--- src/verilog/window_pkg.sv ---
package window_pkg;

  // Frame geometry
  localparam int ROW_WIDTH = 17;
  localparam int NUM_LINES = 12;
  localparam int NUM_TAPS  = NUM_LINES + 1;

  localparam int PIXEL_W = 8;
  localparam int SUM_W   = 12;

  // Column sum splits into taps 0..6 and 7..12
  localparam int SPLIT_TAP = 7;

  localparam int FLUSH_CNT_W = $clog2(ROW_WIDTH + 1);

  typedef logic [PIXEL_W-1:0]     pixel_t;
  typedef logic [SUM_W-1:0]       sum_t;
  typedef logic [FLUSH_CNT_W-1:0] flush_cnt_t;

  localparam pixel_t     PIXEL_MAX  = '1;
  localparam sum_t       SUM_MAX    = sum_t'(NUM_TAPS * 255);  // 3315
  localparam flush_cnt_t FLUSH_LAST = flush_cnt_t'(ROW_WIDTH);

  // Tap 0 is the live pixel, tap k is k rows up
  typedef struct packed {
    pixel_t [NUM_TAPS-1:0] taps;
    logic                  done;
  } window_t;

endpackage
--- src/verilog/column_sum.sv ---
`timescale 1ns/1ps

module column_sum (
  input  logic                clk,
  input  logic                rst_n,
  input  window_pkg::window_t window_i,
  output window_pkg::sum_t    sum_o,
  output logic                done_o
);

  import window_pkg::*;

  sum_t part_lo;
  sum_t part_hi;
  sum_t part_lo_q;
  sum_t part_hi_q;
  logic done_q;

  // Partial sums over the upper and lower halves of the column
  always_comb begin
    part_lo = '0;
    part_hi = '0;
    for (int k = 0; k < SPLIT_TAP; k++) begin
      part_lo = part_lo + sum_t'(window_i.taps[k]);
    end
    for (int k = SPLIT_TAP; k < NUM_TAPS; k++) begin
      part_hi = part_hi + sum_t'(window_i.taps[k]);
    end
  end

  // Stage one
  always_ff @(posedge clk) begin
    if (!rst_n) begin
      part_lo_q <= '0;
      part_hi_q <= '0;
      done_q    <= 1'b0;
    end else begin
      part_lo_q <= part_lo;
      part_hi_q <= part_hi;
      done_q    <= window_i.done;
    end
  end

  // Stage two
  always_ff @(posedge clk) begin
    if (!rst_n) begin
      sum_o  <= '0;
      done_o <= 1'b0;
    end else begin
      sum_o  <= part_lo_q + part_hi_q;
      done_o <= done_q;
    end
  end

  // Thirteen full-scale pixels still fit
  a_sum_range: assert property (
    @(posedge clk) disable iff (!rst_n)
    sum_o <= SUM_MAX
  ) else $error("column sum out of range: %h", sum_o);

  // A full-scale column lands two cycles later as the maximum sum
  a_full_scale: assert property (
    @(posedge clk) disable iff (!rst_n)
    (window_i.taps == {NUM_TAPS{PIXEL_MAX}}) |-> ##2 (sum_o == SUM_MAX)
  ) else $error("full-scale column did not sum to %h", SUM_MAX);

endmodule

--- src/verilog/frame_flush.sv ---
`timescale 1ns/1ps

module frame_flush (
  input  logic clk,
  input  logic rst_n,
  input  logic done_i,
  output logic flush_o
);

  import window_pkg::*;

  flush_cnt_t cnt_q;
  logic       flush_q;

  // Holds flush high for ROW_WIDTH+1 cycles after the last done_i
  always_ff @(posedge clk) begin
    if (!rst_n) begin
      cnt_q   <= '0;
      flush_q <= 1'b0;
    end else if (done_i) begin
      cnt_q   <= '0;  // Restart the stretch
      flush_q <= 1'b1;
    end else if (flush_q && (cnt_q < FLUSH_LAST)) begin
      cnt_q   <= cnt_q + 1'b1;
      flush_q <= 1'b1;
    end else begin
      cnt_q   <= '0;
      flush_q <= 1'b0;
    end
  end

  assign flush_o = flush_q;

  // Counter stays inside the row length
  a_cnt_bound: assert property (
    @(posedge clk) disable iff (!rst_n)
    cnt_q <= FLUSH_LAST
  ) else $error("frame_flush counter out of range: %0d", cnt_q);

endmodule

--- src/verilog/line_delay.sv ---
`timescale 1ns/1ps

module line_delay #(
  parameter int DEPTH = window_pkg::ROW_WIDTH
) (
  input  logic               clk,
  input  logic               rst_n,
  input  window_pkg::pixel_t data_i,
  input  logic               done_i,
  output window_pkg::pixel_t data_o,
  output logic               done_o
);

  import window_pkg::*;

  pixel_t             pix_q [DEPTH];
  logic   [DEPTH-1:0] done_q;
  logic   [DEPTH-1:0] primed_q;  // Fills with ones as post-reset history builds up

  always_ff @(posedge clk) begin
    if (!rst_n) begin
      for (int i = 0; i < DEPTH; i++) begin
        pix_q[i] <= '0;
      end
      done_q   <= '0;
      primed_q <= '0;
    end else begin
      pix_q[0]    <= data_i;
      done_q[0]   <= done_i;
      primed_q[0] <= 1'b1;
      for (int i = 1; i < DEPTH; i++) begin
        pix_q[i]    <= pix_q[i-1];
        done_q[i]   <= done_q[i-1];
        primed_q[i] <= primed_q[i-1];
      end
    end
  end

  assign data_o = pix_q[DEPTH-1];
  assign done_o = done_q[DEPTH-1];

  // Exact DEPTH-cycle delay once every slot holds post-reset data
  a_delay_exact: assert property (
    @(posedge clk) disable iff (!rst_n)
    primed_q[DEPTH-1] |->
      (data_o == $past(data_i, DEPTH)) && (done_o == $past(done_i, DEPTH))
  ) else $error("line_delay output does not match input from %0d cycles back", DEPTH);

endmodule

--- src/verilog/row_window_buffer.sv ---
`timescale 1ns/1ps

module row_window_buffer (
  input  logic                clk,
  input  logic                rst_n,
  input  window_pkg::pixel_t  pixel_i,
  input  logic                done_i,
  output window_pkg::window_t window_o
);

  import window_pkg::*;

  logic               flush;
  pixel_t             chain_pix [NUM_LINES+1];  // Index 0 is the live pixel
  logic [NUM_LINES:0] chain_done;

  frame_flush i_frame_flush (
    .clk    (clk),
    .rst_n  (rst_n),
    .done_i (done_i),
    .flush_o(flush)
  );

  assign chain_pix[0]  = pixel_i;
  assign chain_done[0] = done_i | flush;  // Stretched end-of-frame

  for (genvar k = 0; k < NUM_LINES; k++) begin : gen_lines
    line_delay #(
      .DEPTH(ROW_WIDTH)
    ) i_line_delay (
      .clk    (clk),
      .rst_n  (rst_n),
      .data_i (chain_pix[k]),
      .done_i (chain_done[k]),
      .data_o (chain_pix[k+1]),
      .done_o (chain_done[k+1])
    );
  end

  // Pack the column into the window
  always_comb begin
    window_o.done = chain_done[NUM_LINES];
    for (int k = 0; k < NUM_TAPS; k++) begin
      window_o.taps[k] = chain_pix[k];
    end
  end

  // Flush ends ROW_WIDTH+2 cycles after the last done_i
  a_flush_length: assert property (
    @(posedge clk) disable iff (!rst_n)
    $fell(flush) |-> $past(done_i, ROW_WIDTH + 2)
  ) else $error("flush did not end ROW_WIDTH+2 cycles after the last done_i");

  // Done leaves the chain NUM_LINES rows after it entered
  a_chain_done: assert property (
    @(posedge clk) disable iff (!rst_n)
    $past(rst_n, NUM_LINES * ROW_WIDTH) |->
      (window_o.done == $past(chain_done[0], NUM_LINES * ROW_WIDTH))
  ) else $error("window done is misaligned with the chain input");

endmodule

--- src/verilog/vertical_filter.sv ---
`timescale 1ns/1ps

module vertical_filter (
  input  logic               clk,
  input  logic               rst_n,
  input  window_pkg::pixel_t pixel_i,
  input  logic               done_i,
  output window_pkg::sum_t   sum_o,
  output logic               done_o
);

  import window_pkg::*;

  window_t window;  // Thirteen aligned taps plus done

  row_window_buffer i_row_window_buffer (
    .clk     (clk),
    .rst_n   (rst_n),
    .pixel_i (pixel_i),
    .done_i  (done_i),
    .window_o(window)
  );

  column_sum i_column_sum (
    .clk     (clk),
    .rst_n   (rst_n),
    .window_i(window),
    .sum_o   (sum_o),
    .done_o  (done_o)
  );

endmodule

--- config.mk ---
export PLATFORM = sky130hd
export DESIGN_NAME = vertical_filter
export DESIGN_NICKNAME = d
export VERILOG_FILES = /design/src/verilog/window_pkg.sv /design/src/verilog/column_sum.sv /design/src/verilog/frame_flush.sv /design/src/verilog/line_delay.sv /design/src/verilog/row_window_buffer.sv /design/src/verilog/vertical_filter.sv
export SDC_FILE = /design/constraint.sdc
export NUM_CORES = 2
export LEC_CHECK = 0
export BUFFER_PORTS_ARGS = -buffer_cell sky130_fd_sc_hd__buf_2
export CAP_MARGIN = 20
export CORE_UTILIZATION = 30
export CTS_CLUSTER_SIZE = 16
export DETAILED_ROUTE_END_ITERATION = 12
export GPL_TIMING_DRIVEN = 1
export PLACE_DENSITY = 0.5
export SLEW_MARGIN = 20
export SYNTH_ARGS = -nofsm -noshare
export SYNTH_HDL_FRONTEND = slang
export SYNTH_SLANG_ARGS = --single-unit
--- constraint.sdc ---
create_clock -name clk -period 6.61 [get_ports clk]
set_clock_uncertainty 0.2 [all_clocks]
set_input_delay 0.661 -clock clk [delete_from_list [all_inputs] [get_ports clk]]
set_output_delay 0.661 -clock clk [all_outputs]
set_load 0.01 [all_outputs]
---- After elaboration in Yosys (flattened, before gate mapping) ----
Memories as Yosys holds them, arrays and structs flattened.
Cells that the tools add are included.
word-level totals
  register bits after elaboration ......... 248
  latch bits .............................. 0
  RAM bits ................................ 1632
  memory bits (read-only) ................. 0
  bits of input ports ..................... 11
  output and inout bits ................... 13
  logic and storage cells ................. 462
  memories kept ........................... 12
operators by class
  add/sub/neg operators ................... 13
  multiply operators ...................... 0
  div/mod/pow operators ................... 0
  $lt $le $gt $ge ......................... 1
  equal/unequal tests ..................... 0
  shift operators ......................... 0
  muxes and demuxes ....................... 208
  bitwise operators ....................... 207
  reductions and logical operators ........ 2
memory list
  memory                                                depth  width  rd ports  clocked after Yosys merged registers in  wr ports  RTL line          text
  i_row_window_buffer.gen_lines[0].i_line_delay.pix_q   17     8      17        0                                        17        line_delay.sv:16  pixel_t pix_q [DEPTH];
  i_row_window_buffer.gen_lines[10].i_line_delay.pix_q  17     8      17        0                                        17        line_delay.sv:16
  i_row_window_buffer.gen_lines[11].i_line_delay.pix_q  17     8      17        0                                        17        line_delay.sv:16
  i_row_window_buffer.gen_lines[1].i_line_delay.pix_q   17     8      17        0                                        17        line_delay.sv:16
  i_row_window_buffer.gen_lines[2].i_line_delay.pix_q   17     8      17        0                                        17        line_delay.sv:16
  i_row_window_buffer.gen_lines[3].i_line_delay.pix_q   17     8      17        0                                        17        line_delay.sv:16
  6 more memories                                       --     --     --        --                                       --        --
operators by type and width
  cell                                               count
  2-to-1 mux 8 bit                                   204
  bitwise OR 1 bit                                   205
  adder 12 x 8 -> 12 bit                             9
  adder 8 x 8 -> 9 bit                               2
  adder 12 bit                                       1
  adder 5 x 1 -> 5 bit, second input constant        1
  less-than comparator 5 bit, second input constant  1
  2-to-1 mux 1 bit                                   4
  OR reduction 3 bit                                 1
  inverter 1 bit                                     2
  logical AND 1 bit                                  1

---- Depth between registers and ports, before layout ----
An unclocked memory read counts as a cell.
  word-level depth ........................ 7
  gate-level depth with buffers ........... 19
  mapped depth without buffers ............ 19

---- Cells and area by module ----
From an unflattened synthesis, not the netlist that was laid out.
second synthesis, totals
  cell total of the unflattened synthesis .. 4403
  area total of the unflattened synthesis .. 54732.5 um2
by module, submodules not included
  module             instances  cells each  area each (um2)  sequential area each (um2)
  line_delay         12         330         4210.3           3062.9
  column_sum         1          411         3901.2           720.7
  frame_flush        1          22          234.0            120.1
  row_window_buffer  1          10          73.8             0.0

---- Worst setup path after synthesis ----
Ideal clock, no wire load.
  kind .................................... input to register
  start ................................... input port pixel_i[0]
  end ..................................... register i_column_sum.part_lo_q[9]
  setup time .............................. 128 ps
  arrival ................................. 4611 ps
  required time ........................... 6282 ps
  setup slack ............................. 1672 ps
  cell stages on the path ................. 18
  path buffers ............................ 0
  cells stage by stage .................... ha_1 -> inv_1 -> fa_1 -> nor2b_1 -> o21ai_1 -> a21oi_1 -> a211oi_1 -> xnor2_1 -> fa_1 -> inv_1 -> fa_1 -> fa_1 -> inv_1 -> ha_1 -> or4_4 -> o211ai_2 -> xor2_1 -> nor2_1
between the ends
  longest elaborated chain between the ends .. 6
ends and longest elaborated chain
  element                              RTL line              text
  from (decl)                          vertical_filter.sv:6  input window_pkg::pixel_t pixel_i,
  adder 8 x 8 -> 9 bit                 column_sum.sv:24      part_lo = part_lo + sum_t'(window_i.taps[k]);
  adder 12 x 8 -> 12 bit (5 in a row)  column_sum.sv:24
  to (signal assigned)                 column_sum.sv:38      part_lo_q <= part_lo;
  to (decl)                            column_sum.sv:15      sum_t part_lo_q;
Every way passes these cells.
A chain may end at the register's enable or synchronous reset.

---- Worst setup path in the final report ----
Same ends and word-level chain as after synthesis.

==> results.json <==
{
  "status": "completed",
  "grt_pass1_vias": 25100,
  "cts_sinks": 1878,
  "cpMaxStageDelayCell": "or4_4",
  "yosysWarnings": 0,
  "synth-simple-area-share": 0.225,
  "post-synth-top-area-fraction": 0.704,
  "layout-drive-gt1-share": 0.0717,
  "antenna_found_initial": 1,
  "hp-class": "register to register",
  "place_hpwl_um": 38700,
  "vias": 25700,
  "crit_required_ns": 7.07,
  "grtUsageTotal": 0.0850,
  "numCtsBuffers": 185,
  "synthToLayoutAreaGrowth_pct": 16.2,
  "multi_input_area_sq_mm": 0.0145,
  "remaining_drc_errors": 0,
  "cts_tree": "built",
  "synth_compound_area_frac": 0.00858,
  "num_rows": 154,
  "crit_fanout": 6,
  "synth_top_family_by_area": "simple AND/OR/NAND/NOR gates",
  "start_kind": "primary input",
  "initialDrtViolationCount": 1105,
  "async_flop_share": 0,
  "gr-total-overflow": 0,
  "ant_nets": 0,
  "cpLargestDelayFamily": "adder cells",
  "wl_um": 74300,
  "setup_tns_ns": 0,
  "cp-end-kind": "register",
  "period_minus_slack_ns": 5.07,
  "die_h_um": 424,
  "routed_via_density": 3.74,
  "worst_slew_pin_slew_ns": 1.04,
  "mappedNetlistArea_sq_mm": 0.0534,
  "rsz0062_at_grt": "false",
  "seq_area_sq_mm": 0.0376,
  "cp_cell_sequence": "dlygate4sd3_1 -> buf_2 -> ha_1 -> inv_1 -> fa_1 -> nor2b_1 -> o21ai_1 -> a21oi_1 -> a211oi_1 -> xnor2_1 -> fa_1 -> inv_1 -> fa_1 -> fa_1 -> inv_1 -> ha_1 -> or4_4 -> o211ai_2 -> xor2_1 -> nor2_1",
  "port_buffers": 23,
  "synth.mux.area_fraction": 0.000187,
  "vdd_drop_max_mv": 0.269,
  "worstSkewPairLatency_ns": 0.78,
  "timing.hold.ws_ns": 0.187,
  "htreeDepth": 4,
  "clk_pin_slew_worst_paths_ns": 0.06,
  "initial_core_util": 0.303,
  "drv_slew": 0,
  "clock.fmax_mhz": 197,
  "yosys.area.top_type": "dfxtp_1",
  "syn-instance-count": 4365,
  "fin_nets": 4507,
  "io_pins": 24,
  "critPathBufInv": 5,
  "wl_per_cell_um": 10.8,
  "relSlewSlack": 0.309,
  "post-cts-setup-buffer-count": 0,
  "setup_viol": 0,
  "clk_path_buf_depth": 3,
  "synth_cell_type_count": 48,
  "root_buffer": "clkbuf_16",
  "synth_seq_area_share": 0.704,
  "max_stage_delay_ns": 0.55,
  "synth_xor_xnor_area_share": 0.00426,
  "synth_area_per_cell_sq_um": 12.2,
  "synth_area_leaders": "dfxtp_1 70%, and2_1 21%, fa_1 2.2%",
  "synth_edf_count": 0,
  "power_density_mw_per_mm2": 353,
  "grt_pass1_wl_um": 127000,
  "synthAdderAreaFrac": 0.0341,
  "ys.flop_type": "dfxtp_1",
  "synth_nets": 4486,
  "final_core_util": 0.352,
  "drv_cap": 0,
  "coreArea_sq_mm": 0.176,
  "grt_max_degree": 307,
  "p_leak_uw": 0.0257,
  "hold_buffers": 9,
  "postCtsResizedCells": 0,
  "critPathKind": "primary input to register",
  "yosysMostFrequentCell": "dfxtp_1",
  "fin_crit_sh": 0.767,
  "hold_violations": 0,
  "gp_congestion": 0.716,
  "die_w_um": 424,
  "first_pass_iters": 6,
  "synthTopCellsByCount": "1878 x dfxtp_1, 1823 x and2_1, 186 x clkbuf_1",
  "n_fill_cell": 17500,
  "arrival_ns": 5.53,
  "die_area_sq_mm": 0.180,
  "crit_top_cell": "fa_1",
  "ys_ff_latch": 1878
}
per-layer routing:
metal | vias to the layer above | GRT usage | wire length, um | share of wire
met5 | - | 0 | 0 | 0
met4 | 0 | 0.0357 | 2140 | 0.029
met3 | 161 | 0.0232 | 3080 | 0.041
met2 | 248 | 0.126 | 31400 | 0.42
met1 | 12100 | 0.116 | 37700 | 0.51
li1 | 13300 | - | - | -
registers in the layout, indices dropped and copies added, names as in the netlist:
signal / count
i_column_sum.done_o: 1
i_column_sum.done_q: 1
i_column_sum.part_hi_q: 11
i_column_sum.part_lo_q: 11
i_column_sum.sum_o: 12
i_row_window_buffer.gen_lines.i_line_delay.done_q: 204
i_row_window_buffer.gen_lines.i_line_delay.pix_q: 1632
i_row_window_buffer.i_frame_flush.cnt_q: 5
i_row_window_buffer.i_frame_flush.flush_o: 1
final timing paths:
kind / cells past startpoint / to / startpoint / slack (ns)
hold / removal: 1 / register / register / 0.19
setup / recovery: 20 / i_column_sum.part_lo_q[9] / pixel_i[0] / 1.54
hold reg to reg: 1 / register / register / 0.19
setup reg to reg: 19 / i_column_sum.part_hi_q[9] / register / 1.65
final cells by class:
type	instances	area share
diodes	1	0.0000403
clock buffers	282	0.0887
clock inverters	49	0.0115
inverters	119	0.00720
multi-input cells	2159	0.234
flip-flops and latches	1878	0.606
well taps	2340	0.0472
repair buffers	43	0.00540
worst register-to-register path: stages (launching register included):
cell	delay [ns]
dfxtp_1	0.32
ha_1	0.21
inv_1	0.08
fa_1	0.47
nor2b_1	0.16
o21ai_1	0.08
nand2b_1	0.18
a311oi_1	0.14
xnor2_1	0.24
fa_1	0.45
fa_1	0.54
inv_1	0.05
fa_1	0.52
inv_1	0.04
ha_1	0.32
o21ai_0	0.28
a21boi_0	0.14
o2bb2ai_1	0.21
xnor2_1	0.14
nor2_1	0.05
cell families (layout without fill, tap and decap cells):
| group | after synthesis | after routing |
|---|---|---|
| AO/OA/AOI/OAI | 68 | 68 |
| XOR/XNOR | 26 | 26 |
| adder cells (fa/ha/maj) | 110 | 110 |
| buffers and inverters | 328 | 493 |
| flip-flops | 1878 | 1878 |
| multiplexers | 1 | 1 |
| other | 0 | 1 |
| AND/OR/NAND/NOR | 1954 | 1954 |
power breakdown:
part           switching, uW  internal, uW  leakage [uW]
registers               5.90         11300        0.0151
clock network           4310          6050       0.00304
logic                    150          40.4       0.00752
layout by cell type (no fill, tap or decap), types with 12 or more instances in the layout:
master	n
nor2_1	61
clkbuf_8	49
and2_1	1823
nor3_1	15
a21oi_1	16
inv_1	118
buf_2	22
fa_1	59
clkbuf_1	47
clkinv_2	23
xor2_1	14
dfxtp_1	1878
ha_1	51
xnor2_1	12
clkbuf_16	186
nand2_1	13
stage by stage:
stage / worst slack [ns] / cells / total power (uW) / cell area (sq um)
2_1_floorplan: 1.67 / 4365 / 11700 / 53400
3_5_place_dp: 1.27 / 6530 / 11800 / 55800
5_1_grt: 1.28 / 6870 / 22800 / 62100
3_3_place_gp: 1.30 / 6530 / 11800 / 55800
6_report: 1.54 / 6871 / 21900 / 62100
4_1_cts: 1.59 / 6870 / 22300 / 62100
Power figures use the tool's default switching activity.
